[config.mk]
export PLATFORM = sky130hd
export DESIGN_NAME = reset_hold_timer
export DESIGN_NICKNAME = d
export VERILOG_FILES = /design/src/rtl/reset_hold_timer.sv
export SDC_FILE = /design/constraint.sdc
export NUM_CORES = 1
export LEC_CHECK = 0
export ABC_AREA = 1
export BUFFER_PORTS_ARGS = -buffer_cell sky130_fd_sc_hd__buf_2
export CORE_AREA = 5 5 42 44
export DETAILED_ROUTE_END_ITERATION = 8
export DIE_AREA = 0 0 47 49
export GPL_ROUTABILITY_DRIVEN = 0
export GPL_TIMING_DRIVEN = 0
export HOLD_SLACK_MARGIN = 0.1
export PLACE_DENSITY = 0.33
export SLEW_MARGIN = 30
export SYNTH_ARGS = -nofsm -noshare
export SYNTH_HDL_FRONTEND = slang
export SYNTH_SLANG_ARGS = --single-unit
[constraint.sdc]
create_clock -name clk_sys -period 1.3 [get_ports clk_sys]
set_clock_uncertainty 0.15 [all_clocks]
set_input_delay 0.065 -clock clk_sys [delete_from_list [all_inputs] [get_ports clk_sys]]
set_output_delay 0.065 -clock clk_sys [all_outputs]
set_load 0.01 [all_outputs]
[src/rtl/reset_hold_timer.sv]
// Post-load reset hold counter
// Pulses hold_done RESET_HOLD cycles after hold_start
`default_nettype none

module reset_hold_timer #(
	parameter int RESET_HOLD = 16
) (
	input  wire  clk_sys,
	input  wire  reset,
	input  wire  hold_start,
	output logic hold_done
);

	localparam int CW = (RESET_HOLD > 1) ? $clog2(RESET_HOLD) : 1;
	localparam logic [CW-1:0] LOAD_VAL = (RESET_HOLD > 0) ? CW'(RESET_HOLD - 1) : '0;

	logic [CW-1:0] count;
	logic          busy;

	always_ff @(posedge clk_sys) begin
		if (reset) begin
			busy  <= 1'b0;
			count <= '0;
		end else if (hold_start) begin
			// A new start always restarts the count
			busy  <= 1'b1;
			count <= LOAD_VAL;
		end else if (busy) begin
			if (count == '0)
				busy <= 1'b0;
			else
				count <= count - 1'b1;
		end
	end

	assign hold_done = busy && (count == '0);

endmodule

`default_nettype wire

# Yosys cells after proc, flatten, opt, wreduce, memory -nomap -nowiden
# Cells that the tools add are included.
[word_totals] register_bits=5 latch_bits=0 ramBits=0 romBits=0 out_inout_bits=1 elab_cells=14 n_memories=0
[classes] n_addsub=1 n_mul=0 div_mod_pow=0 order_cmp=0 n_eq_ne=1 shift=0 muxes=6 n_bitwise=0 reduce_logical=4
[ops] op="$mux W4" n=3
[ops] op="$logic_not A4 Y1" n=1
[ops] op="$sub A4 B1 Y4 const B" n=1
[ops] op="$mux W1" n=3
[ops] op="$ne A2 B2 Y1 const B" n=1
[ops] op="$reduce_and A2 Y1" n=1
[ops] op="$reduce_bool A2 Y1" n=1
[ops] op="$logic_and A1 B1 Y1" n=1

# Depth between registers and ports, before layout
# Gate-level depths: netlist of run 1.
[depth] ltp_word=4 ltp_mapped=7 ltp_nobuf=7

# Worst setup path before layout of run 1
# No wires, ideal clock.
[synth_timing] path_type="reg2reg" from="reg count[0]" to="reg count[2]" t_arrival_ns=0.929 required_ns=1.031 setup_slack_ns=0.102 stages_incl_launch_ff=8 path_buffers=0 synth_period_minus_slack_ns=1.198 cell_sequence="dfxtp_1 -> inv_1 -> ha_1 -> nand2_2 -> nand2_4 -> nand2_4 -> o21ai_1 -> a21oi_2"
[synth_between] elab_chain_cells=4 word_cells_on_any_way=7 classes_between="add/sub (1); eq/ne (1); mux (3); reduce/logical (2)"
[synth_lines] element="start: declaration" line="17" rtl="logic [CW-1:0] count;"
[synth_lines] element="start signal: assignment" line="32" rtl="count <= count - 1'b1;"
[synth_lines] element="$sub A4 B1 Y4" line="32"
[synth_lines] element="$mux W4" line="29" rtl="if (count == '0)"
[synth_lines] element="$mux W4" line="28" rtl="end else if (busy) begin"
[synth_lines] element="$mux W4" line="24" rtl="end else if (hold_start) begin"
# Parallel ways exist; a longest one is shown, timed or not. The select of a mux whose other input is x is not followed.
# A chain may end at the register's enable or synchronous reset.

# Final worst setup path of run 1
[layout_timing] from="reg count[1]" to="out hold_done"
[layout_between] elab_chain_cells=2
[layout_lines] element="$logic_not A4 Y1" line="36" rtl="assign hold_done = busy && (count == '0);"
[layout_lines] element="$logic_and A1 B1 Y1" line="36"
[layout_lines] element="end: declaration" line="11" rtl="output logic hold_done"
# No other way between the ends.

==> flow_metrics.py, run 1 <==
metrics = {
    "worst_setup_path": {
        "reg2reg_from": "count[1]$_SDFFE_PP0P_",
        "cp_max_fo": 2,
        "path_buf_inv": 2,
        "start_kind": "register",
        "slowest_delay_ns": 0.32,
        "cp_cell_sequence": "inv_2 > ha_4 > nand2_4 > nor2_2 > buf_2",
        "crit_start": "count[1]$_SDFFE_PP0P_",
        "end_kind": "output pin",
        "cp_top_family": "flip-flops",
        "critPathKind": "reg2out",
        "arrival_ns": 1.04,
        "cpMaxStageDelayCell": "dfxtp_2",
        "cp_data_required_time_ns": 1.09,
    },
    "cts": {
        "clockBufferDepth": 2,
        "root_buffer": "clkbuf_4",
        "clk_pin_slew_ns": 0.05,
        "clk_latency_ns": 0.25,
        "clkSinkCount": 5,
        "numCtsBuffers": 3,
        "cts_tree": "yes",
        "htree_levels": 1,
    },
    "floorplanning": {
        "die_area_um2": 2303,
        "ios": 4,
        "die_x_um": 47,
        "die_y_um": 49,
        "core_area_um2": 1401,
        "initial_core_util": 0.1937,
        "rows": 14,
    },
    "global_routing": {
        "top_usage_layer": "met2",
        "grt.overflow.total": 0,
        "use_met2": 0.09050,
        "grt_pass1_wl_mm": 1.062,
        "grt_pass1_vias": 265,
        "track_usage": 0.06681,
        "use_met3": 0.02214,
        "met1_usage": 0.07440,
        "antenna_found_initial": 0,
        "grt_max_degree": 7,
    },
    "synth": {
        "ys_types": 13,
        "yosys_warnings": 0,
        "synth_compound_area_frac": 0.1567,
        "syn-instance-count": 36,
        "synth_fa_ha_area_frac": 0.04608,
        "syn_nets": 40,
        "ys_seq_area_frac": 0.3687,
        "avgSynthCellArea_um2": 7.542,
        "ys_ff_latch": 5,
        "synthSimpleGateAreaFrac": 0.3272,
        "synthMuxAreaShare": 0,
        "synth-xor-area-share": 0.03226,
        "synth_top_family_by_area": "simple AND/OR/NAND/NOR gates",
        "syn_area_um2": 271.5,
    },
    "pwr": {
        "power_density_nw_per_um2": 1330,
        "ir_drop_uv": 530.0,
        "p_leak_nw": 0.1817,
    },
    "timing": {
        "rsz0062_at_grt": "true",
        "worst_pin_slew_ns": 0.2343,
        "slew_violations": 0,
        "setup_viol": 0,
        "final_hold_viol_count": 0,
        "max_freq_ghz": 0.7966,
        "tns_ns": 0,
        "relSlewSlack": 0.8436,
        "whs_ns": 0.3331,
        "min_period_ns": 1.255,
        "period_share": 0.9657,
    },
    "routing": {
        "vias": 271,
        "drt_iter0_drc": 0,
        "dr.pass1.iters": 1,
        "drc": 0,
        "avgRoutedWirePerCell_um": 9.906,
        "antenna_left": 0,
        "detail_route.vias_per_cell": 4.234,
        "wl_um": 634,
    },
    "min_path": {
        "hold_class": "reg2reg",
        "worstHoldStart": "count[0]$_SDFFE_PP0P_",
    },
    "layout": {
        "antenna_cells": 0,
        "fin_area_um2": 397.9,
        "syn_to_final_growth_pct": 46.54,
        "final_util": 0.2839,
        "final_nets": 53,
        "drive_above_1_share": 0.4375,
    },
    "placed_design": {
        "place_area_um2": 306.5,
        "dp_hpwl_um": 416.2,
        "port_buffers": 3,
    },
    "run_status": {
        "status": "complete, no violations",
    },
    "job": {
        "cap_violations": 0,
    },
}
[cells in the mapped netlist]
| cell | instances | area (um^2) |
|---|---|---|
| a21oi_1 | 3 | 15.01 |
| nand2_1 | 7 | 26.28 |
| inv_1 | 5 | 18.77 |
| o21ai_1 | 2 | 10.01 |
| ha_1 | 1 | 12.51 |
| nor2_2 | 1 | 6.260 |
| nand2_2 | 1 | 6.260 |
| xor2_1 | 1 | 8.760 |
| dfxtp_1 | 5 | 100.1 |
| a21oi_2 | 2 | 17.52 |
| nand2_4 | 2 | 22.52 |
| nor2_1 | 2 | 7.510 |
| nand3_1 | 4 | 20.02 |
[layout by cell type (no fill, tap or decap)]
cell type	count
a21oi_1	3
dfxtp_1	3
dlygate4sd3_1	2
a21oi_2	2
nand3_1	4
buf_4	3
nand2_1	7
xor2_1	1
nor2_2	2
nor2_1	1
dfxtp_2	2
clkbuf_4	3
o21ai_1	2
ha_4	1
clkbuf_1	1
inv_2	2
nand2_4	3
inv_1	3
buf_2	3
[through the flow]
stage	cells	worst slack [ns]	total power, mW
after floorplan	36	0.1021	0.2758
after global placement	55	-0.01518	0.2985
after detailed placement	55	-0.009757	0.3003
after CTS	62	0.0007043	0.5086
after global routing	64	-0.02097	0.5593
final	64	0.04465	0.5290
[state kept, by name, summed over array words and instances, names as in the netlist]
name   flops
count      4
busy       1
[worst min-delay path, cell delays in order, from the launching register on]
cell and delay (ns):
dfxtp_2 0.32, nand2_1 0.08, a21oi_2 0.05
[area by class of cell]
type,instances,area (um^2)
Sequential cell,5,102.6
Tap cell,16,20.02
Multi-Input combinational cell,26,172.7
Inverter,5,18.77
Clock buffer,4,26.28
Fill cell,167,1003
Timing Repair Buffer,8,57.56
[power breakdown]
group          internal [mW]  switching (mW)  leakage (nW)
logic                 0.0719          0.0796         0.125
clock network          0.116          0.0700        0.0150
registers              0.173          0.0178        0.0422
total                  0.362           0.167         0.182
[logic make-up (layout without fill, tap and decap cells)]
family,Yosys count,after routing
compound gates,7,7
xor+xnor,1,1
fa+ha+maj,1,1
buf+inv,5,17
flops,5,5
simple gates,17,17
[metal layers]
metal	up-vias	part of all wire
met5	-	0
met4	0	0.044
met3	5	0.055
met2	7	0.45
met1	119	0.44
li1	140	-
[repair_timing]
action / in CTS / in global routing
pin swaps: 0 / 1
setup buffers: 1 / 2
resized for setup: 5 / 3
endpoints found under the hold margin: 5 / 0
hold buffers: 2 / 0
endpoints found under the setup margin: 3 / 3
[final timing paths]
path	end	slack, ns	depth (start not counted)
worst min-delay path	count[0]$_SDFFE_PP0P_	0.33	2
worst min register to register	count[0]$_SDFFE_PP0P_	0.33	2
worst max-delay path	hold_done	0.04	5
worst max register to register	count[2]$_SDFFE_PP0P_	0.12	7
Power figures use the tool's default switching activity.
==> run 2, diff against run 1 <==
--- a/config.mk
+++ b/config.mk
@@ -13,7 +13,7 @@
 export GPL_ROUTABILITY_DRIVEN = 0
 export GPL_TIMING_DRIVEN = 0
 export HOLD_SLACK_MARGIN = 0.1
-export PLACE_DENSITY = 0.33
+export MAX_ROUTING_LAYER = met4
 export SLEW_MARGIN = 30
 export SYNTH_ARGS = -nofsm -noshare
 export SYNTH_HDL_FRONTEND = slang
==> constraint.sdc (replaced) <==
create_clock -name clk_sys -period 1.1 [get_ports clk_sys]
set_clock_uncertainty 0.15 [all_clocks]
set_input_delay 0.055 -clock clk_sys [delete_from_list [all_inputs] [get_ports clk_sys]]
set_output_delay 0.055 -clock clk_sys [all_outputs]
set_load 0.01 [all_outputs]
==> flow_metrics.py, run 2 (same netlist as run 1, synthesis figures left out) <==
metrics = {
    "run_status": {
        "status": "finished, violations left",
        "failed_checks": "negative setup slack",
    },
    "layout": {
        "syn_to_final_growth_pct": 49.31,
        "top_register": "count",
        "final_common_cell": "nand2_1",
        "antenna_cells": 0,
        "reg_top3": "count (4), busy (1)",
        "fin_cells": 63,
        "final_cell_mix": "6 x nand2_1, 4 x nand3_1, 4 x a21oi_2",
        "largest_register_ffs": 4,
        "final_nets": 52,
        "drive_above_1_share": 0.5319,
    },
    "cts": {
        "clockBufferDepth": 2,
        "htree_levels": 1,
        "cts_tree": "yes",
        "clk_pin_slew_ns": 0.05,
        "numCtsBuffers": 3,
        "clkSinkCount": 5,
        "clk_latency_ns": 0.24,
        "root_buffer": "clkbuf_4",
    },
    "routing": {
        "drt_iter0_drc": 4,
        "wl_um": 560,
        "detail_route.vias_per_cell": 4.111,
        "antenna_left": 0,
        "drc": 0,
        "avgRoutedWirePerCell_um": 8.889,
        "dr.pass1.iters": 4,
        "vias": 259,
    },
    "min_path": {
        "hold_class": "reg2reg",
        "hold_depth": 2,
        "hold_end": "count[0]$_SDFFE_PP0P_",
        "worstHoldStart": "count[0]$_SDFFE_PP0P_",
    },
    "timing": {
        "whs_ns": 0.3286,
        "max_freq_ghz": 0.8126,
        "period_share": 1.119,
        "worst_pin_slew_ns": 0.1776,
        "min_period_ns": 1.231,
        "slew_violations": 0,
        "rsz0062_at_grt": "true",
        "final_hold_viol_count": 0,
        "setup_viol": 5,
        "relSlewSlack": 0.8812,
        "setup_slack_ns": -0.1306,
    },
    "pwr": {
        "p_leak_nw": 0.1791,
        "p_total_uw": 627.0,
        "power_frac_clock": 0.348,
        "power_density_nw_per_um2": 1547,
        "pwr-share-comb": 0.294,
        "power_frac_seq": 0.359,
        "swShare": 0.3195,
        "switching_power_uw": 200.3,
        "p_int_uw": 426.7,
        "ir_drop_uv": 569.8,
    },
    "floorplanning": {
        "core_area_um2": 1401,
        "die_area_um2": 2303,
        "die_x_um": 47,
        "die_y_um": 49,
        "ios": 4,
        "rows": 14,
        "initial_core_util": 0.1937,
    },
    "placed_design": {
        "dp_hpwl_um": 358.9,
        "dp.cells": 55,
        "dp_slack_ns": -0.1018,
        "port_buffers": 3,
    },
    "worst_setup_path": {
        "r2r-end": "count[1]$_SDFFE_PP0P_",
        "end_kind": "output pin",
        "cp_cell_sequence": "inv_2 > ha_4 > nand2_4 > nor2_1 > buf_2",
        "start_kind": "register",
        "arrival_ns": 1.03,
        "cp_max_fo": 2,
        "reg2reg_depth": 7,
        "r2r_setup_slack_ns": -0.08,
        "critPathKind": "reg2out",
        "cp_data_required_time_ns": 0.89,
        "cpMaxStageDelayCell": "dfxtp_2",
        "slowest_delay_ns": 0.32,
        "reg2reg_from": "count[0]$_SDFFE_PP0P_",
    },
    "global_routing": {
        "grt.overflow.total": 0,
        "track_usage": 0.05704,
        "grt_pass1_vias": 220,
        "grt_pass1_wl_um": 910,
        "antenna_found_initial": 0,
        "grt_max_degree": 7,
    },
    "job": {
        "cap_violations": 0,
    },
}
run 2: cell count changes in the layout (fill, tap and decap cells not counted), sizes merged:
| cell | delta |
|---|---|
| buf | -1 |
run 2: worst max-delay path, delay by kind of cell, from the launching register on:
kind          cells  cell delay [ns]
fa+ha+maj         1             0.15
buf+inv           2             0.20
flops             1             0.32
simple gates      2             0.12
run 2: per-stage QoR:
stage	util	area (um^2)	TNS (ns)
6_report	0.2893	405.4	-0.3831
3_3_place_gp	0.2286	320.3	-0.2938
4_1_cts	0.2821	395.4	-0.4408
3_5_place_dp	0.2286	320.3	-0.3821
2_1_floorplan	-	285.3	-0.05173
5_1_grt	0.2893	405.4	-0.7232
run 2: metal layers:
metal | routed length (um) | GRT usage
met5 | 0 | -
met4 | 0 | 0.05530
met1 | 261 | 0.07253
met2 | 270 | 0.07014
met3 | 28 | 0.01107
run 2: worst max path at each step:
stage | start | cells past startpoint | slack [ns] | endpoint
finish | count[0]$_SDFFE_PP0P_ | 5 | -0.13 | hold_done
global placement | count[0]$_SDFFE_PP0P_ | 7 | -0.08 | count[0]$_SDFFE_PP0P_
floorplan | count[0]$_SDFFE_PP0P_ | 7 | -0.02 | count[0]$_SDFFE_PP0P_
CTS | count[0]$_SDFFE_PP0P_ | 5 | -0.15 | hold_done
global route | count[0]$_SDFFE_PP0P_ | 5 | -0.18 | hold_done
detailed placement | count[0]$_SDFFE_PP0P_ | 7 | -0.10 | count[2]$_SDFFE_PP0P_
run 2: cell type report:
class                   instances  area [um^2]
multi-input cells              26        187.7
well taps                      16        20.02
fillers                       154        996.0
inverters                       5        18.77
flip-flops and latches          5        102.6
repair buffers                  7        50.05
clock buffers                   4        26.28
run 2: power by group through the flow:
stage,logic (mW),clock network [mW],registers [mW]
floorplan,0.114,0,0.224
global placement,0.136,0,0.228
detailed placement,0.138,0,0.229
CTS,0.173,0.229,0.224
global route,0.203,0.241,0.228
finish,0.184,0.218,0.225
run 2: what timing repair did:
| item | CTS | global route |
|---|---|---|
| resized for setup | 4 | 4 |
| setup endpoints to repair | 5 | 6 |
| pin swaps | 1 | 4 |
| hold buffers | 2 | 0 |
| setup buffers | 2 | 0 |
| hold endpoints to repair | 5 | 0 |
