### src/rtl/game_pkg.sv
// Game layout select and player control encodings
// Player vector bit positions, joystick and button word sizes
`default_nettype none

package game_pkg;

	// Run-time game layout
	typedef enum logic [1:0] {
		ROBOTRON = 2'd0,
		JOUST    = 2'd1,
		SINISTAR = 2'd2
	} game_kind;

	// Player vector, one bit per control, active high
	localparam int P_RIGHT  = 0;
	localparam int P_LEFT   = 1;
	localparam int P_DOWN   = 2;
	localparam int P_UP     = 3;
	localparam int P_FIRE_A = 4;
	localparam int P_FIRE_B = 5;
	localparam int PLAYER_W = 6;

	// Button word as seen by the game core
	localparam int BTN_RESET    = 0;
	localparam int BTN_COIN     = 1;
	localparam int BTN_START_LO = 2;
	localparam int BTN_START_HI = 3;
	localparam int BTN_W        = 4;

	// Joystick word width for ja and jb
	localparam int JOY_W = 8;

endpackage

`default_nettype wire

### src/rtl/control_mapper.sv
// Player controls to game core joystick and button words
// Per-game layouts, player swap and Sinistar direction latches
`default_nettype none

module control_mapper (
	input  wire                           clk_sys,
	input  wire                           reset,
	input  game_pkg::game_kind            game_sel,
	input  wire                           swap,
	input  wire  [game_pkg::PLAYER_W-1:0] p1,
	input  wire  [game_pkg::PLAYER_W-1:0] p2,
	input  wire                           coin1,
	input  wire                           coin2,
	input  wire                           start1,
	input  wire                           start2,
	input  wire                           core_reset,
	output logic [game_pkg::JOY_W-1:0]    ja,
	output logic [game_pkg::JOY_W-1:0]    jb,
	output logic [game_pkg::BTN_W-1:0]    btn
);

	logic [game_pkg::PLAYER_W-1:0] q1;
	logic [game_pkg::PLAYER_W-1:0] q2;
	logic                          any_h;
	logic                          any_v;
	logic                          sin_x;
	logic                          sin_y;
	logic [game_pkg::JOY_W-1:0]    sin_word;

	// {right, left, down, up} as the core reads them
	function automatic logic [3:0] dirs(input logic [game_pkg::PLAYER_W-1:0] p);
		return {p[game_pkg::P_RIGHT], p[game_pkg::P_LEFT],
			p[game_pkg::P_DOWN], p[game_pkg::P_UP]};
	endfunction

	assign q1 = swap ? p2 : p1;
	assign q2 = swap ? p1 : p2;

	assign any_h = q1[game_pkg::P_RIGHT] | q1[game_pkg::P_LEFT] |
		q2[game_pkg::P_RIGHT] | q2[game_pkg::P_LEFT];
	assign any_v = q1[game_pkg::P_UP] | q1[game_pkg::P_DOWN] |
		q2[game_pkg::P_UP] | q2[game_pkg::P_DOWN];

	// Sinistar direction latches, right/up win over left/down
	always_ff @(posedge clk_sys) begin
		if (reset) begin
			sin_x <= 1'b0;
			sin_y <= 1'b0;
		end else begin
			if (q1[game_pkg::P_RIGHT] | q2[game_pkg::P_RIGHT])
				sin_x <= 1'b0;
			else if (q1[game_pkg::P_LEFT] | q2[game_pkg::P_LEFT])
				sin_x <= 1'b1;
			if (q1[game_pkg::P_UP] | q2[game_pkg::P_UP])
				sin_y <= 1'b0;
			else if (q1[game_pkg::P_DOWN] | q2[game_pkg::P_DOWN])
				sin_y <= 1'b1;
		end
	end

	assign sin_word = {sin_x, 2'b00, any_h, sin_y, 2'b00, any_v};

	always_comb begin
		btn = '0;
		btn[game_pkg::BTN_RESET] = core_reset;
		btn[game_pkg::BTN_COIN]  = coin1 | coin2;
		case (game_sel)
			game_pkg::JOUST: begin
				btn[game_pkg::BTN_START_HI] = start2;
				btn[game_pkg::BTN_START_LO] = start1;
				ja = ~{5'b00000, q1[game_pkg::P_FIRE_A], q1[game_pkg::P_RIGHT],
					q1[game_pkg::P_LEFT]};
				jb = ~{5'b00000, q2[game_pkg::P_FIRE_A], q2[game_pkg::P_RIGHT],
					q2[game_pkg::P_LEFT]};
			end
			game_pkg::SINISTAR: begin
				btn[game_pkg::BTN_START_HI] = start2;
				btn[game_pkg::BTN_START_LO] = start1;
				ja = sin_word;
				jb = sin_word;
			end
			default: begin
				// Robotron: both sticks on both ports
				btn[game_pkg::BTN_START_HI] = start1;
				btn[game_pkg::BTN_START_LO] = start2;
				ja = ~{dirs(q2), dirs(q1)};
				jb = ~{dirs(q2), dirs(q1)};
			end
		endcase
	end

endmodule

`default_nettype wire

### config.mk
export PLATFORM = sky130hd
export DESIGN_NAME = control_mapper
export DESIGN_NICKNAME = d
export VERILOG_FILES = /design/src/rtl/game_pkg.sv /design/src/rtl/control_mapper.sv
export SDC_FILE = /design/constraint.sdc
export NUM_CORES = 1
export LEC_CHECK = 0
export BUFFER_PORTS_ARGS = -buffer_cell sky130_fd_sc_hd__buf_2
export CORE_AREA = 2 2 40 42
export DETAILED_ROUTE_END_ITERATION = 10
export DIE_AREA = 0 0 42 44
export GPL_TIMING_DRIVEN = 0
export PLACE_DENSITY = 0.8
export SLEW_MARGIN = 20
export SYNTH_ARGS = -nofsm -noshare
export SYNTH_HDL_FRONTEND = slang
export SYNTH_SLANG_ARGS = --single-unit
### constraint.sdc
create_clock -name clk_sys -period 1.4 [get_ports clk_sys]
set_input_delay 0.28 -clock clk_sys [delete_from_list [all_inputs] [get_ports clk_sys]]
set_output_delay 0.28 -clock clk_sys [all_outputs]
set_load 0.02 [all_outputs]
# ---- Word level (Yosys, flattened, before mapping)
# Index checks and enable logic that the tools add are counted.
# W data, S select, Z words.
dict set report op_classes {
  n_eq_ne 2
  muxes 5
  n_bitwise 14
  reduce_logical 3
}
# op count
set ops {}
lappend ops {{$pmux W8 S2} 2}
lappend ops {{$not A3 Y8} 2}
lappend ops {{$or A1 B1 Y1} 11}
lappend ops {{$mux W5} 2}
lappend ops {{$not A8 Y8} 1}
lappend ops {{$reduce_or A2 Y1} 3}
lappend ops {{$eq A2 B1 Y1 const B} 1}
lappend ops {{$eq A2 B2 Y1 const B} 1}
lappend ops {{$mux W2} 1}
dict set report word_totals {
  reg_bits 2
  inputBits 22
  output_inout_bits 20
  word_cells 26
}

# ---- Logic depth before layout (Yosys ltp)
dict set report depth {
  depth_word 5
  ltp_mapped 6
  mapped_depth_nobuf 5
}

# ---- Worst setup path after synthesis
# Ideal clock, no wire load.
dict set report synth_path {
  kind {input to output}
  from {in swap}
  to {out jb[6] (netlist name)}
  arrival_time_ns 1.646
  t_required_ns 1.120
  path_slack_ns -0.526
  stages 4
  n_path_buf 2
  path_cell_list {buf_2 mux2_1 o21ai_0 buf_4}
}
dict set report synth_via {
  elab_chain_len 3
}
# element line_no
set synth_rtl {}
lappend synth_rtl {{from (decl)} control_mapper.sv:9} ;# input wire swap,
lappend synth_rtl {{$mux W5} control_mapper.sv:37} ;# assign q2 = swap ? p1 : p2;
lappend synth_rtl {{$not A8 Y8} control_mapper.sv:87} ;# jb = ~{dirs(q2), dirs(q1)};
lappend synth_rtl {{$pmux W8 S2} control_mapper.sv:67} ;# case (game_sel)
lappend synth_rtl {{to (decl)} control_mapper.sv:18} ;# output logic [game_pkg::JOY_W-1:0] jb,
# No other way between the ends.

# ---- Final worst setup path
dict set report layout_path {
  from {in game_sel[1]}
  to {out btn[2] (netlist name)}
}
dict set report layout_via {
  elab_chain_len 3
  word_cells_on_any_way 4
  cone_classes {eq/ne (2); mux (1); reduce/logical (1)}
}
# element line_no
set layout_rtl {}
lappend layout_rtl {{from (decl)} control_mapper.sv:8} ;# input game_pkg::game_kind game_sel,
lappend layout_rtl {{$eq A2 B2 Y1 or $eq A2 B1 Y1 (tied branches)} control_mapper.sv:67}
lappend layout_rtl {{$reduce_or A2 Y1 (no line) *} --}
lappend layout_rtl {{$mux W2 *} control_mapper.sv:67}
lappend layout_rtl {{to (decl)} control_mapper.sv:19} ;# output logic [game_pkg::BTN_W-1:0] btn
# Every way passes the cells marked *; elsewhere a longest branch is shown, timed or not.

==> flow_results.xml <==
<?xml version="1.0" encoding="UTF-8"?>
<metrics>
  <group name="run_status">
    <metric name="result_of_the_run" unit="">complete, but fails checks</metric>
    <metric name="violations" unit="">setup timing</metric>
  </group>
  <group name="global_route">
    <metric name="initial_antenna_violation_count" unit="">0</metric>
    <metric name="grt_start_max_net_pins" unit="">11</metric>
    <metric name="grt_pass1_wl" unit="um">3174</metric>
    <metric name="first_global_vias" unit="">642</metric>
    <metric name="global_route.usage.total" unit="%">22.85</metric>
    <metric name="grt-ovfl-total" unit="">0</metric>
  </group>
  <group name="cells_and_area">
    <metric name="design.final.nets" unit="">129</metric>
    <metric name="layout-area-overhead-vs-synth" unit="%">167.7</metric>
    <metric name="antennaDiodeCount" unit="">0</metric>
    <metric name="final_common_cell" unit="">sky130_fd_sc_hd__buf_6</metric>
    <metric name="layout.area.seq" unit="um2">40.04</metric>
    <metric name="fillerInstances" unit="">69</metric>
    <metric name="finalCoreUtilization" unit="%">79.54</metric>
    <metric name="area_taken_by_multi_input_logic_gates" unit="um2">511.7</metric>
    <metric name="drive_above_1_share" unit="%">86.41</metric>
    <metric name="mostFrequentLayoutCells" unit="">sky130_fd_sc_hd__buf_6 (28), sky130_fd_sc_hd__buf_2 (16), sky130_fd_sc_hd__mux2i_1 (5), sky130_fd_sc_hd__mux2_4 (5), sky130_fd_sc_hd__o21ai_4 (4)</metric>
  </group>
  <group name="sta">
    <metric name="fin_worst_skew" unit="ns">0</metric>
    <metric name="max_slew_margin" unit="%">74.36</metric>
    <metric name="hold_violations" unit="">0</metric>
    <metric name="setup_viol_count_final" unit="">18</metric>
    <metric name="final_min_period_over_clock_period" unit="%">114.2</metric>
    <metric name="report.final.slew_viol_count" unit="">0</metric>
    <metric name="finalCriticalPeriod" unit="ns">1.599</metric>
    <metric name="rsz0062_at_grt" unit="">yes</metric>
    <metric name="tightest_slew" unit="ns">0.3738</metric>
    <metric name="final_setup_tns" unit="ns">-2.124</metric>
    <metric name="worst_slack" unit="ns">-0.1989</metric>
    <metric name="timing.fmax" unit="MHz">625.4</metric>
  </group>
  <group name="placement">
    <metric name="gp_congestion" unit="">0.7729</metric>
    <metric name="hpwl" unit="um">1138</metric>
    <metric name="port-buffer-count" unit="">37</metric>
    <metric name="placement.setup.worst_slack" unit="ns">-0.2499</metric>
  </group>
  <group name="power">
    <metric name="power-per-cell-area" unit="nW/um2">707.4</metric>
    <metric name="power.static_leakage" unit="nW">0.5276</metric>
    <metric name="power.share.clock" unit="%">15.3</metric>
    <metric name="ir_drop" unit="V">0.0004976</metric>
    <metric name="intPower" unit="mW">0.4782</metric>
    <metric name="p_switching" unit="mW">0.3201</metric>
    <metric name="pwr-share-comb" unit="%">77.0</metric>
    <metric name="switching_portion_of_total_power" unit="%">40.10</metric>
    <metric name="power.share.sequential" unit="%">7.7</metric>
  </group>
  <group name="detailed_routing">
    <metric name="number_of_drc_violations_after_detailed_routing" unit="">0</metric>
    <metric name="wl" unit="um">1968</metric>
    <metric name="drtAntennaViolNets" unit="">0</metric>
    <metric name="drt-initial-drc-count" unit="">19</metric>
    <metric name="post_drt_wl_per_cell" unit="um">16.54</metric>
    <metric name="router_iterations_before_antenna_repair" unit="">4</metric>
    <metric name="vias_per_inst" unit="">5.319</metric>
    <metric name="route.vias.total" unit="">633</metric>
  </group>
  <group name="setup_path">
    <metric name="reg2reg_setup_slack" unit="ns">0.65</metric>
    <metric name="worst_ep_arrival_time" unit="ns">1.32</metric>
    <metric name="crit_fanout" unit="">5</metric>
    <metric name="worst_r2r_path_depth" unit="">2</metric>
    <metric name="worstSetupEndpointType" unit="">primary output</metric>
    <metric name="crit_path_start_kind" unit="">primary input</metric>
    <metric name="critical_r2r_launch" unit="">sin_x</metric>
    <metric name="timing_worst_setup_path_type" unit="">primary input to primary output</metric>
    <metric name="worst_ep_required_time" unit="ns">1.12</metric>
    <metric name="r2r-end" unit="">sin_x</metric>
  </group>
  <group name="die">
    <metric name="num_rows" unit="">14</metric>
    <metric name="start_util" unit="%">29.72</metric>
    <metric name="dieWidth" unit="um">42</metric>
    <metric name="fp.dieH" unit="um">44</metric>
    <metric name="coreArea" unit="um2">1419</metric>
    <metric name="boundaryPins" unit="">42</metric>
    <metric name="die_area" unit="um2">1848</metric>
  </group>
  <group name="clock_network">
    <metric name="clock_tree_from_tritoncts" unit="">done</metric>
    <metric name="total_number_of_clock_tree_sinks" unit="">2</metric>
    <metric name="htree_levels" unit="">1</metric>
    <metric name="cts_hold_buf" unit="">0</metric>
    <metric name="clkSlewWorstSetupHoldPaths" unit="ns">0.03</metric>
    <metric name="clk_latency" unit="ns">0.22</metric>
    <metric name="total_clock_buffers_created_by_cts" unit="">3</metric>
    <metric name="cts.root.buffer_cell" unit="">sky130_fd_sc_hd__clkbuf_4</metric>
    <metric name="clk_path_buf_depth" unit="">2</metric>
  </group>
  <group name="worst_hold_path">
    <metric name="worst_hold_startpoint" unit="">p1[3]</metric>
    <metric name="whs_endpoint" unit="">sin_y</metric>
    <metric name="holdCritPathClass" unit="">primary input to flip-flop</metric>
    <metric name="timing.hold.worst_path_depth" unit="">2</metric>
  </group>
  <group name="logic_synthesis">
    <metric name="distinct_cell_type_count_of_the_synthesized_netlist" unit="">21</metric>
    <metric name="synth.ff_latch_count" unit="">2</metric>
    <metric name="synth.yosys.seq_area_share" unit="%">9.496</metric>
    <metric name="mapped_cell_area" unit="um2">421.7</metric>
    <metric name="avgSynthCellArea" unit="um2">7.530</metric>
    <metric name="synth_fp_nets" unit="">80</metric>
    <metric name="warnings_synthesis" unit="">0</metric>
    <metric name="postSynthCellCount" unit="">56</metric>
  </group>
  <group name="job">
    <metric name="cap_violations" unit="">0</metric>
  </group>
</metrics>
## layout make-up
type,instances,share of cell area [%]
multi-input cells,43,45.34
inverters,3,2.106
clock buffers,3,1.996
plain buffers,8,8.426
well taps,16,1.774
repair buffers,44,36.81
flip-flops and latches,2,3.548
## logic make-up after synthesis
| kind of cell | share of synthesized area (%) |
|---|---|
| fa+ha+maj | 5.934 |
| compound gates | 17.51 |
| flops | 9.496 |
| simple gates | 20.77 |
| mux | 30.56 |
| buf+inv | 15.73 |
## flip-flops by register name, indices dropped and copies added, names as in the netlist
signal / count
sin_x: 1
sin_y: 1
## power groups by stage
stage | combinational, mW | sequential, mW | clock, mW
2_1_floorplan | 0.301 | 0.0618 | 0
3_3_place_gp | 0.406 | 0.0621 | 0
3_5_place_dp | 0.416 | 0.0621 | 0
4_1_cts | 0.587 | 0.0616 | 0.124
5_1_grt | 0.642 | 0.0619 | 0.123
6_report | 0.614 | 0.0618 | 0.122
## synth_stat cells
cell type                  number  share of area [%]
sky130_fd_sc_hd__a211oi_1       1                1.8
sky130_fd_sc_hd__a21oi_1        2                2.4
sky130_fd_sc_hd__a22oi_2        1                3.0
sky130_fd_sc_hd__buf_2          2                2.4
sky130_fd_sc_hd__buf_4          6                 11
sky130_fd_sc_hd__dfxtp_1        2                9.5
sky130_fd_sc_hd__ha_1           2                5.9
sky130_fd_sc_hd__inv_1          3                2.7
sky130_fd_sc_hd__mux2_1         2                5.3
sky130_fd_sc_hd__mux2_2         5                 13
sky130_fd_sc_hd__mux2i_1        5                 12
sky130_fd_sc_hd__nand2_1        7                6.2
sky130_fd_sc_hd__nand3_1        3                3.6
sky130_fd_sc_hd__nor2b_1        1                1.5
sky130_fd_sc_hd__nor3_1         2                2.4
sky130_fd_sc_hd__nor4_1         2                3.0
sky130_fd_sc_hd__o21ai_0        2                2.4
sky130_fd_sc_hd__o21ai_1        5                5.9
sky130_fd_sc_hd__o41ai_1        1                2.1
sky130_fd_sc_hd__or2_2          1                1.5
sky130_fd_sc_hd__or4_4          1                2.7
## repair_timing
| action | CTS | global route |
|---|---|---|
| endpoints found under the setup margin | 18 | 18 |
| pin swaps | 11 | 2 |
| setup buffers | 6 | 0 |
| gates cloned | 1 | 0 |
| gates resized for setup | 64 | 6 |
## worst max path at each step
stage                      startpoint  slack [ns]      to
after floorplan                  swap      -0.006   jb[6]
after global placement    game_sel[1]       -0.22   jb[3]
after detailed placement  game_sel[0]       -0.25  btn[2]
after CTS                       p2[2]       -0.19   ja[0]
after global routing      game_sel[0]       -0.22  btn[2]
final                     game_sel[1]       -0.20  btn[2]
## metal layers
layer  vias to the layer above  share of wire (%)  track usage, %
met5                         -                  0               0
met4                         0                1.6           10.32
met3                         6                7.7           4.167
met2                        41                 51           41.56
met1                       293                 40           25.94
li1                        293                  -               -
## through the flow
stage | hold slack (ns) | total power, mW | area, um2 | cells
4_1_cts | 0.2368 | 0.7724 | 1104 | 119
5_1_grt | 0.2491 | 0.8270 | 1129 | 119
3_5_place_dp | 0.4757 | 0.4778 | 784.5 | 109
6_report | 0.2419 | 0.7983 | 1129 | 119
3_3_place_gp | 0.4782 | 0.4680 | 784.5 | 109
2_1_floorplan | 0.3564 | 0.3631 | 579.3 | 56
## worst max-delay path, cell delays in order
cell                     delay (ns)
sky130_fd_sc_hd__buf_8         0.11
sky130_fd_sc_hd__ha_4          0.35
sky130_fd_sc_hd__buf_12        0.14
sky130_fd_sc_hd__mux2_4        0.30
sky130_fd_sc_hd__buf_6         0.13
Power figures use the tool's default switching activity.
