===== config.mk =====
export PLATFORM = sky130hd
export DESIGN_NAME = rom_download_fsm
export DESIGN_NICKNAME = d
export VERILOG_FILES = /design/src/rtl/rom_download_fsm.sv
export SDC_FILE = /design/constraint.sdc
export NUM_CORES = 1
export LEC_CHECK = 0
export ABC_CLOCK_PERIOD_IN_PS = 1000
export BUFFER_PORTS_ARGS = -buffer_cell sky130_fd_sc_hd__buf_2
export CORE_AREA = 2 2 39 41
export CTS_CLUSTER_DIAMETER = 60
export DETAILED_ROUTE_END_ITERATION = 8
export DIE_AREA = 0 0 41 43
export PLACE_DENSITY = 0.3
export SLEW_MARGIN = 20
export SYNTH_ARGS = -nofsm -noshare
export SYNTH_HDL_FRONTEND = slang
export SYNTH_SLANG_ARGS = --single-unit

===== constraint.sdc =====
create_clock -name clk_sys -period 1 [get_ports clk_sys]
set_input_delay 0.2 -clock clk_sys [delete_from_list [all_inputs] [get_ports clk_sys]]
set_output_delay 0.2 -clock clk_sys [all_outputs]
set_load 0.05 [all_outputs]

===== src/rtl/rom_download_fsm.sv =====
// Download tracking FSM
// Sets loaded after the first download and sequences core reset
`default_nettype none

module rom_download_fsm #(
	parameter int RESET_HOLD = 16
) (
	input  wire  clk_sys,
	input  wire  reset,
	input  wire  dl_active,
	input  wire  user_reset,
	input  wire  hold_done,
	output logic hold_start,
	output logic core_reset,
	output logic loaded
);

	typedef enum logic [1:0] {
		WAIT_LOAD = 2'd0,
		LOADING   = 2'd1,
		HOLD      = 2'd2,
		RUN       = 2'd3
	} state_t;

	state_t state;
	state_t state_next;
	logic   load_done;
	logic   rearm;

	assign load_done = (state == LOADING) && !dl_active;
	// User reset restarts the hold count from HOLD or RUN
	assign rearm = user_reset && !dl_active && (state == HOLD || state == RUN);

	always_comb begin
		state_next = state;
		if (dl_active) begin
			state_next = LOADING;
		end else begin
			case (state)
				WAIT_LOAD: state_next = WAIT_LOAD;
				LOADING:   state_next = (RESET_HOLD == 0) ? RUN : HOLD;
				HOLD:      state_next = (hold_done && !user_reset) ? RUN : HOLD;
				RUN:       state_next = user_reset ? HOLD : RUN;
				default:   state_next = WAIT_LOAD;
			endcase
		end
	end

	always_ff @(posedge clk_sys) begin
		if (reset) begin
			state      <= WAIT_LOAD;
			hold_start <= 1'b0;
			loaded     <= 1'b0;
		end else begin
			state      <= state_next;
			hold_start <= load_done || rearm;
			if (load_done)
				loaded <= 1'b1;
		end
	end

	// Core runs only in RUN
	assign core_reset = (state != RUN);

endmodule

`default_nettype wire


# Yosys cells after proc, flatten, opt, wreduce, memory -nomap -nowiden
# Cells that the tools add are included.
# totals
output_inout_bits,3
elab_cells,22
input_bits,5
register_bits,4
# op_classes
n_reduce_logical,10
muxes,4
eq_ne,4
# ops
cell,n
$pmux W2 S4,1
$eq A2 B2 Y1 const B,2
$logic_and A1 B1 Y1,4
$mux W1,3
$eq A2 B1 Y1 const B,1
$logic_not A1 Y1,2
$logic_not A2 Y1,1
$logic_or A1 B1 Y1,2
$ne A2 B2 Y1 const B,1
$reduce_or A2 Y1,1

# Longest topological paths before layout
# Gate-level depths: netlist (run 1).
# depth
depth_word,5
mapped_depth,3
mapped_depth_nobuf,3

# Least setup slack after synthesis (run 1)
# No wires, ideal clock.
# synth_path
path_type,reg-to-output
startpoint,reg state[1]
endpoint,out core_reset
arrival_time_ps,681
setup_slack_ps,119
n_path_buf,0
required_time_ps,800
path_stages_with_launch,2
path_cell_list,dfxtp_1 -> nand2_1
# synth_via
elab_chain_len,1
# synth_lines
element,line,rtl
"start, declared",25,state_t state;
"start signal, assigned",55,state <= state_next;
$ne A2 B2 Y1,63,assign core_reset = (state != RUN);
"end, declared",14,"output logic core_reset,"
# Every way passes these cells.

# Final worst setup path (run 1)
# layout_path
startpoint,reg state[0]
endpoint,out core_reset
# The elaborated chain is that of the path after synthesis.

==> results by group, run 1 <==
Run status
  • Status: completed

Timing
  • Worst-Margin Slew: 0.153 ns
  • Final worst-path cycle share: 0.989
  • Fin Clk Skew: 0.00261 ns
  • FMAX: 1.01 GHz
  • Tmin final: 0.989 ns
  • TNS Setup: 0 ns
  • Max transition margin: 0.895
  • Final setup violation count: 0
  • RSZ-0062 raised after global routing: true
  • Fin. max-slew vios: 0
  • Hold_ws: 0.190 ns
  • Endpoints failing hold: 0

Placement
  • Placed cells: 39
  • I/O Buffers: 7
  • GP Congestion: 0.587
  • DP Wirelength: 256 microns

Worst setup path
  • Critical Path AT: 0.79 ns
  • Worst setup path endpoint: core_reset
  • Slowest cell delay on critical path: 0.36 ns
  • Crit path required time: 0.80 ns
  • Critical Path Sink Type: primary output
  • Critical path type: reg2out
  • Crit-path slowest cell: dfxtp_4
  • Worst reg2reg startpoint: state[1]
  • Reg2Reg Setup Slack: 0.20 ns
  • Worst r2r path cells: 3
  • Critical path cell sequence: nand2_2 > buf_8
  • CP startpoint: state[0]
  • Reg2Reg Capture Point: hold_start
  • CP Launch Type: flop
  • Critical path fanouts, max: 5

Detailed routing
  • DRC viols: 0
  • Post-route ant nets: 0
  • DR iter-0 viols: 7
  • Total detailed-routing wirelength: 343 microns
  • DR vias: 150
  • First-pass detailed-route iteration total: 3
  • DR vias/cell: 3.41
  • Routed length per instance: 7.80 microns

Power and ir drop
  • Peak supply drop: 0.928 mV
  • Total power per unit cell area: 1570 nW/um^2
  • Leak: 0.117 nW
  • Overall Power: 0.413 mW

Layout
  • Fin util: 0.190
  • Ant diodes: 0
  • Layout area overhead: 81.0%
  • # nets final: 35
  • Filler Cell Count: 157
  • Share of post-route cells with drive strength above 1: 0.571
  • Final std cells w/o fill: 44

Logic synthesis
  • Synth Instances: 16
  • Sequential cell area fraction in the yosys report: 0.552
  • Mapped cell area: 145 sq um
  • Synth warn: 0
  • Flops & latches, synth: 4
  • Synth unique cells: 9
  • Synth Net Count: 21
  • Avg Inst Size Synth: 9.07 sq um

Clock network
  • Cts bufs inserted: 3
  • CTS sink count: 4
  • CTS tree: built
  • Clock tree buffer depth: 2
  • H-Tree Depth: 1
  • Clock root cell: clkbuf_4
  • Worst-skew pair later-pin latency: 0.23 ns
  • Clock Pin Slew Worst Setup and Hold Paths: 0.03 ns

Floorplanning
  • Core box area: 1380 sq um
  • Die W: 41 microns
  • Starting density of the core: 0.105
  • # rows: 14
  • Die H: 43 microns
  • Die area: 1760 sq um
  • Io pins: 8

Run
  • Maxcap violations: 0

Global route
  • Initial antenna violation count: 0
  • Gr ovfl total: 0
  • GR Util All Layers: 0.0534
  • Number of global-route vias before repair: 146
  • First-pass GRT wire length: 586 microns
  • Largest net degree at the start of global routing: 6

Worst hold path
  • Worst min-delay path class: in2reg
[worst min-delay path by stage]
stage / startpoint / endpoint / slack, ns / depth (start not counted)
after floorplan: dl_active / hold_start / 0.27 / 1
after global placement: reset / state[0] / 0.42 / 2
after detailed placement: dl_active / hold_start / 0.42 / 2
after CTS: reset / state[0] / 0.18 / 2
after global routing: dl_active / hold_start / 0.20 / 2
final: reset / state[0] / 0.19 / 2
[state kept, by name, indices dropped and copies added (netlist names)]
signal and count:
state 2, hold_start 1, loaded 1
[cells in the mapped netlist]
library cell / n / share of area
nor3_2: 1 / 0.069
nor2_1: 3 / 0.078
nand2_1: 1 / 0.026
dfxtp_1: 4 / 0.55
nor3_1: 1 / 0.034
inv_1: 2 / 0.052
o211ai_1: 1 / 0.052
a21oi_1: 2 / 0.069
mux2i_1: 1 / 0.069
[cell families after synthesis]
kind of cell | after synthesis | synth area share
multiplexers | 1 | 0.0690
AO/OA/AOI/OAI | 3 | 0.121
AND/OR/NAND/NOR | 6 | 0.207
buffers and inverters | 2 | 0.0517
flip-flops | 4 | 0.552
[cell usage in the layout, fill, tap and decap left out, drive strengths merged]
| cell type | count |
|---|---|
| nor2 | 3 |
| mux2i | 1 |
| nand2 | 1 |
| dfxtp | 4 |
| nor3 | 2 |
| inv | 2 |
| clkbuf | 4 |
| buf | 8 |
| o211ai | 1 |
| a21oi | 2 |
[worst max-delay path, delay by kind of cell (launching register included)]
kind                   cells  cell delay [ns]
buffers and inverters      1             0.14
flip-flops                 1             0.36
AND/OR/NAND/NOR            1             0.06
[power breakdown]
part           leakage [nW]  switching [mW]  total [mW]  internal (mW)
clock network        0.0138          0.0551       0.189          0.133
logic                0.0694          0.0302      0.0521         0.0219
registers            0.0341         0.00676       0.172          0.166
[cell type report]
| class | count | area (sq um) | share of cell area |
|---|---|---|---|
| clock buffer | 3 | 22.5 | 0.0857 |
| sequential | 4 | 87.6 | 0.333 |
| multi-input combinational | 10 | 60.1 | 0.229 |
| timing repair buffer | 9 | 65.1 | 0.248 |
| tap | 16 | 20.0 | 0.0762 |
| inverter | 2 | 7.51 | 0.0286 |
[per-layer routing]
layer / wire length, microns / global-route usage / part of all wire / vias up
li1: - / - / - / 79
met1: 170 / 0.0814 / 0.50 / 61
met2: 114 / 0.0500 / 0.33 / 10
met3: 57 / 0.0628 / 0.17 / 0
met4: 0 / 0 / 0 / 0
met5: 0 / 0 / 0 / -
[timing repair]
item,CTS,global route
setup buffers,0,2
cloned,0,0
endpoints found under the setup margin,2,2
resized for setup,8,2
hold buffers,0,0
[metrics by stage]
stage,setup WS (ns),area (sq um)
floorplan,0.119,145
global placement,0.155,200
detailed placement,0.129,200
CTS,-0.00414,241
global route,-0.0199,263
finish,0.0112,263
Power figures use the tool's default switching activity.
==> run 2, diff against run 1 <==
--- a/config.mk
+++ b/config.mk
@@ -5,6 +5,7 @@
 export SDC_FILE = /design/constraint.sdc
 export NUM_CORES = 1
 export LEC_CHECK = 0
+export ABC_AREA = 1
 export ABC_CLOCK_PERIOD_IN_PS = 1000
 export BUFFER_PORTS_ARGS = -buffer_cell sky130_fd_sc_hd__buf_2
 export CORE_AREA = 2 2 39 41
==> run 2 against run 1 <==
Effect of this change: utilization fell by 0.99 points; global-route usage up 1.4 points; combinational power down 6.7%; area after synthesis up 4.3%; clock skew is essentially flat; cell count is 4.5% higher; via count increased by 2.0%; critical path depth unchanged; clock power grew 8%; final area decreased by 5.2%; critical path type unchanged; highest routed layer is now met4.
==> results by group, run 2 <==
Run status
  • Status: completed (unchanged)

Logic synthesis
  • Mapped cell area: 151 sq um (was 145 sq um)
  • Number of synthesized flops with an enable pin: 0 (unchanged)
  • Area share of the leading cell type in the synthesized netlist: 0.529 (was 0.552)
  • Synth warn: 0 (unchanged)
  • Synth unique cells: 10 (was 9)
  • Synth Net Count: 25 (was 21)
  • Top post-synthesis cells by area: dfxtp_1 53%, inv_1 12%, nand2_1 7.4% (was dfxtp_1 55%, nor2_1 7.8%, a21oi_1 6.9%)
  • Post-synth top cells: 5 x inv_1, 4 x dfxtp_1, 3 x nand2_1, 2 x nor2_1 (was 4 x dfxtp_1, 3 x nor2_1, 2 x a21oi_1, 2 x inv_1)
  • Synth Instances: 20 (was 16)
  • Count leader, synth: inv_1 (was dfxtp_1)
  • Largest area contributor in the netlist: dfxtp_1 (unchanged)
  • Sequential cell area fraction in the yosys report: 0.529 (was 0.552)
  • Avg Inst Size Synth: 7.57 sq um (was 9.07 sq um)
  • Flops & latches, synth: 4 (unchanged)
  • Async S/R FF share, synth: 0 (unchanged)
  • Most used DFF post-synth: dfxtp_1 (unchanged)

Worst setup path
  • Critical path type: reg2out (unchanged)
  • Worst reg2reg startpoint: state[0] (was state[1])
  • Critical Path AT: 0.78 ns (was 0.79 ns)
  • CP Launch Type: flop (unchanged)
  • Critical path fanouts, max: 4 (was 5)
  • Crit path required time: 0.80 ns (about the same)
  • Critical Path Sink Type: primary output (unchanged)
  • CP startpoint: state[0] (unchanged)

Layout
  • Reg with most FFs: state (unchanged)
  • Share of post-route cells with drive strength above 1: 0.533 (was 0.571)
  • Final std cells w/o fill: 46 (was 44)
  • Max reg flops: 2 (unchanged)
  • Most common cell after layout, fill and taps aside: inv_1
  • Ant diodes: 0 (unchanged)
  • # nets final: 37 (was 35)
  • Layout area overhead: 64.5% (was 81.0%)
  • Biggest regs: state (2), hold_start (1), loaded (1) (unchanged)
  • Fin util: 0.180 (was 0.190)
  • Most frequent cells in the layout: 5 x inv_1, 4 x clkbuf_4, 4 x buf_2 (was 4 x clkbuf_4, 4 x buf_2, 3 x nor2_1, 3 x buf_4)

Detailed routing
  • First-pass detailed-route iteration total: 2 (was 3)
  • Total detailed-routing wirelength: 338 microns (was 343 microns)
  • DR vias: 153 (was 150)
  • Routed length per instance: 7.35 microns (was 7.80 microns)
  • DR vias/cell: 3.33 (was 3.41)
  • DRC viols: 0 (unchanged)
  • Post-route ant nets: 0 (unchanged)
  • DR iter-0 viols: 2 (was 7)

Power and ir drop
  • Peak supply drop: 0.396 mV (was 0.928 mV)
  • Leak: 0.123 nW (was 0.117 nW)
  • Total power per unit cell area: 1710 nW/um^2 (was 1570 nW/um^2)

Global route
  • Initial antenna violation count: 0 (unchanged)
  • Largest net degree at the start of global routing: 5 (was 6)
  • First-pass GRT wire length: 614 microns (was 586 microns)
  • GR Util All Layers: 0.0670 (was 0.0534)
  • Gr ovfl total: 0 (unchanged)
  • Number of global-route vias before repair: 162 (was 146)

Clock network
  • Postcts setup bufs: 0 (unchanged)
  • Hold-fix buffer count after cts: 0 (unchanged)
  • Cts bufs inserted: 3 (unchanged)
  • Worst-skew pair later-pin latency: 0.24 ns (was 0.23 ns)
  • CTS tree: built (unchanged)
  • Clock tree buffer depth: 2 (unchanged)
  • CTS sink count: 4 (unchanged)
  • H-Tree Depth: 1 (unchanged)
  • Clock root cell: clkbuf_4 (unchanged)
  • Clock Pin Slew Worst Setup and Hold Paths: 0.04 ns (was 0.03 ns)

Floorplanning
  • Io pins: 8 (unchanged)
  • Die W: 41 microns (unchanged)
  • # rows: 14 (unchanged)
  • Core box area: 1380 sq um (unchanged)
  • Die area: 1760 sq um (unchanged)
  • Starting density of the core: 0.109 (was 0.105)
  • Die H: 43 microns (unchanged)

Timing
  • Fin Clk Skew: 0.00215 ns (was 0.00261 ns)
  • Worst-Margin Slew: 0.228 ns (was 0.153 ns)
  • Final worst-path cycle share: 0.980 (was 0.989)
  • Worst setup margin: 0.0202 ns (was 0.0112 ns)
  • Fin. max-slew vios: 0 (unchanged)
  • TNS Setup: 0 ns (unchanged)
  • Hold_ws: 0.147 ns (was 0.190 ns)
  • Final setup violation count: 0 (unchanged)
  • Tmin final: 0.980 ns (was 0.989 ns)
  • Max transition margin: 0.847 (was 0.895)
  • RSZ-0062 raised after global routing: true (unchanged)
  • FMAX: 1.02 GHz (was 1.01 GHz)
  • Endpoints failing hold: 0 (unchanged)

Placement
  • Post-Place Setup Slack: 0.178 ns (was 0.129 ns)
  • GP Congestion: 0.689 (was 0.587)
  • Placed cells: 43 (was 39)
  • I/O Buffers: 7 (unchanged)
  • DP Wirelength: 266 microns (was 256 microns)

Worst hold path
  • Hold path start: reset (unchanged)
  • Worst min-delay path class: in2reg (unchanged)

Run
  • Maxcap violations: 0 (unchanged)
[run 2: worst paths after layout]
path,endpoint,slack [ns],cells after the start
worst max-delay path,core_reset,0.02,2
worst min-delay path,state[0],0.15,2
worst max register to register,state[1],0.27,2
worst min register to register,loaded,0.47,2
[run 2: layer usage]
| layer | routed length (microns) | GRT usage | up-vias |
|---|---|---|---|
| met5 | 0 | 0 | - |
| met4 | 14 | 0.0800 | 0 |
| met3 | 37 | 0.0942 | 2 |
| met2 | 166 | 0.0688 | 7 |
| met1 | 118 | 0.0476 | 65 |
| li1 | - | - | 79 |
[run 2: through the flow]
stage,area [sq um],total power [mW]
after floorplan,151,0.203
after global placement,206,0.220
after detailed placement,206,0.220
after CTS,240,0.436
after global routing,249,0.460
final,249,0.427
[run 2: power breakdown]
group	switching [mW]	internal (mW)	total, mW
clock network	0.0693	0.134	0.204
logic	0.0296	0.0189	0.0486
registers	0.00552	0.169	0.175
total	0.104	0.322	0.427
[run 2: cells by family (layout without fill, tap and decap cells)]
family                 count (synthesis)  in the layout  share of synthesized area
and+or+nand+nor                        7              7                      0.198
AOI/OAI and AO/OA                      3              3                      0.124
buffers and inverters                  6             16                      0.149
DFF                                    4              4                      0.529
[run 2: area by class of cell]
cell class,instances,area [sq um]
Multi-Input combinational cell,10,51.3
Clock buffer,3,22.5
Fill cell,156,1130
Tap cell,16,20.0
Inverter,6,22.5
Timing Repair Buffer,7,50.0
Sequential cell,4,82.6
[run 2: worst max-delay path: stages (launching register included)]
cell and delay, ns:
dfxtp_2 0.34, nand2_2 0.05, buf_6 0.15
[run 2: what timing repair did]
action,in CTS,in global routing
gates cloned,0,0
pin swaps,0,0
resized for setup,5,3
setup endpoints to repair,2,3
==> run 3, diff against run 2 <==
--- a/config.mk
+++ b/config.mk
@@ -8,11 +8,13 @@
 export ABC_AREA = 1
 export ABC_CLOCK_PERIOD_IN_PS = 1000
 export BUFFER_PORTS_ARGS = -buffer_cell sky130_fd_sc_hd__buf_2
+export CELL_PAD_IN_SITES_DETAIL_PLACEMENT = 1
+export CELL_PAD_IN_SITES_GLOBAL_PLACEMENT = 1
 export CORE_AREA = 2 2 39 41
 export CTS_CLUSTER_DIAMETER = 60
 export DETAILED_ROUTE_END_ITERATION = 8
 export DIE_AREA = 0 0 41 43
-export PLACE_DENSITY = 0.3
+export PLACE_DENSITY = 0.36
 export SLEW_MARGIN = 20
 export SYNTH_ARGS = -nofsm -noshare
 export SYNTH_HDL_FRONTEND = slang
==> run 3 against run 2 <==
Effect of this change: via count fell by 0.65%; utilization rose by 0.54 points; non-clock buffer count rose by 1; register-to-register slack got worse by 0.17 ns; highest routed layer unchanged.
==> results by group, run 3 (same netlist as run 2, synthesis figures left out) <==
Layout
  • Most common cell after layout, fill and taps aside: inv_1 (unchanged)
  • Share of post-route cells with drive strength above 1: 0.548 (was 0.533)
  • Ant diodes: 0 (unchanged)
  • Final std cells w/o fill: 47 (was 46)
  • # nets final: 38 (was 37)
  • Reg with most FFs: state (unchanged)
  • Layout area overhead: 69.4% (was 64.5%)
  • Most frequent cells in the layout: 5 x inv_1, 4 x clkbuf_4, 4 x buf_2 (unchanged)
  • Final Instance Area: 256 sq um (was 249 sq um)
  • Max reg flops: 2 (unchanged)
  • Filler Cell Count: 168 (was 156)
  • Biggest regs: state (2), hold_start (1), loaded (1) (unchanged)

Worst setup path
  • Reg2Reg Capture Point: hold_start (was state[1])
  • Critical Path Sink Type: primary output (unchanged)
  • Critical path fanouts, max: 3 (was 4)
  • Worst reg2reg startpoint: state[0] (unchanged)
  • Reg2Reg Setup Slack: 0.10 ns (was 0.27 ns)
  • Critical Path AT: 0.78 ns (about the same)
  • Crit path required time: 0.80 ns (about the same)
  • CP Launch Type: flop (unchanged)
  • Worst path buffer plus inverter count: 1 (unchanged)
  • Critical path cell sequence: nand2_2 > buf_6 (unchanged)
  • Slowest cell delay on critical path: 0.34 ns (about the same)
  • Delay-heaviest family, CP: flip-flops (unchanged)
  • Worst r2r path cells: 3 (was 2)
  • Critical path type: reg2out (unchanged)
  • Crit-path slowest cell: dfxtp_2 (unchanged)

Placement
  • I/O Buffers: 7 (unchanged)
  • DP Wirelength: 307 microns (was 266 microns)
  • GP Congestion: 0.755 (was 0.689)
  • Placed cells: 43 (unchanged)
  • DP Area: 206 sq um (unchanged)

Timing
  • Fin Clk Skew: 0.000524 ns (was 0.00215 ns)
  • TNS Setup: 0 ns (unchanged)
  • FMAX: 1.02 GHz (about the same)
  • Worst-Margin Slew: 0.281 ns (was 0.228 ns)
  • Tmin final: 0.979 ns (was 0.980 ns)
  • Final setup violation count: 0 (unchanged)
  • Endpoints failing hold: 0 (unchanged)
  • Max transition margin: 0.811 (was 0.847)
  • Final worst-path cycle share: 0.979 (was 0.980)
  • Fin. max-slew vios: 0 (unchanged)
  • RSZ-0062 raised after global routing: true (unchanged)

Detailed routing
  • DR vias: 152 (was 153)
  • DRC viols: 0 (unchanged)
  • DR vias/cell: 3.23 (was 3.33)
  • First-pass detailed-route iteration total: 2 (unchanged)
  • Total detailed-routing wirelength: 378 microns (was 338 microns)
  • Post-route ant nets: 0 (unchanged)
  • DR iter-0 viols: 3 (was 2)
  • Routed length per instance: 8.04 microns (was 7.35 microns)

Global route
  • First-pass GRT wire length: 627 microns (was 614 microns)
  • Number of global-route vias before repair: 166 (was 162)
  • Initial antenna violation count: 0 (unchanged)
  • Gr ovfl total: 0 (unchanged)
  • GR Util All Layers: 0.0601 (was 0.0670)
  • Largest net degree at the start of global routing: 5 (unchanged)

Floorplanning
  • Starting density of the core: 0.109 (unchanged)
  • Io pins: 8 (unchanged)
  • Die area: 1760 sq um (unchanged)
  • Die H: 43 microns (unchanged)
  • Core box area: 1380 sq um (unchanged)
  • Die W: 41 microns (unchanged)
  • # rows: 14 (unchanged)

Power and ir drop
  • Total internal power: 0.325 mW (was 0.322 mW)
  • Clock share of power: 0.473 (was 0.477)
  • Leak: 0.128 nW (was 0.123 nW)
  • Comb pwr share: 0.123 (was 0.114)
  • Total power per unit cell area: 1680 nW/um^2 (was 1710 nW/um^2)
  • Psw: 0.106 mW (was 0.104 mW)
  • Seq pwr share: 0.404 (was 0.409)
  • Peak supply drop: 0.536 mV (was 0.396 mV)
  • Sw Share: 0.246 (was 0.245)
  • Overall Power: 0.431 mW (was 0.427 mW)

Clock network
  • H-Tree Depth: 1 (unchanged)
  • Cts bufs inserted: 3 (unchanged)
  • Clock root cell: clkbuf_4 (unchanged)
  • Clock tree buffer depth: 2 (unchanged)
  • CTS sink count: 4 (unchanged)
  • Hold-fix buffer count after cts: 0 (unchanged)
  • CTS tree: built (unchanged)
  • Clock Pin Slew Worst Setup and Hold Paths: 0.04 ns (about the same)
  • Worst-skew pair later-pin latency: 0.24 ns (about the same)

Worst hold path
  • Worst hold path depth: 2 (unchanged)
  • Hold endpoint: state[0] (unchanged)
  • Worst min-delay path class: in2reg (unchanged)
  • Hold path start: reset (unchanged)

Run status
  • Status: completed (unchanged)

Run
  • Maxcap violations: 0 (unchanged)
-- run 3: changes by cell type in the layout (fill, tap and decap cells not counted), sizes merged --
cell,delta
buf,+1
-- run 3: area by class of cell --
class / count / area [sq um] / area share
multi-input combinational: 10 / 51.3 / 0.200
clock buffer: 3 / 22.5 / 0.0878
inverter: 6 / 22.5 / 0.0878
tap: 16 / 20.0 / 0.0780
sequential: 4 / 82.6 / 0.322
timing repair buffer: 8 / 57.6 / 0.224
-- run 3: worst max path at each step --
stage               cells after the start     start          to
global placement                        2  state[1]  core_reset
detailed placement                      2  state[1]  core_reset
finish                                  2  state[1]  core_reset
floorplan                               2    loaded      loaded
CTS                                     2  state[1]  core_reset
global route                            2  state[1]  core_reset
-- run 3: metal layers --
layer,GRT usage,wire length [microns],up-vias
met3,0.0471,22,2
met2,0.0688,177,6
li1,-,-,81
met5,0,0,-
met4,0.0600,8,0
met1,0.0637,169,63
-- run 3: per-stage QoR --
step                 util  hold WS [ns]  worst slack (ns)
global placement    0.149         0.408             0.178
detailed placement  0.149         0.404             0.175
floorplan               -         0.262             0.121
global route        0.185         0.149          -0.00931
CTS                 0.175         0.143           0.00614
finish              0.185         0.147            0.0207
-- run 3: power groups by stage --
stage                     sequential [mW]  combinational, mW  clock (mW)
after detailed placement            0.175             0.0455           0
after global routing                0.175             0.0589       0.231
after floorplan                     0.188             0.0151           0
final                               0.174             0.0528       0.204
after CTS                           0.174             0.0479       0.215
after global placement              0.175             0.0459           0
-- run 3: timing repair --
item	4_1_cts	5_1_grt
setup buffers	0	1
gates cloned	0	0
resized for setup	6	2
endpoints found under the setup margin	2	3
-- run 3: worst reg2reg max path: stages, from the launching register on --
cell and delay (ns):
dfxtp_2 0.32, buf_4 0.13, o21ai_0 0.26, nor2_1 0.07
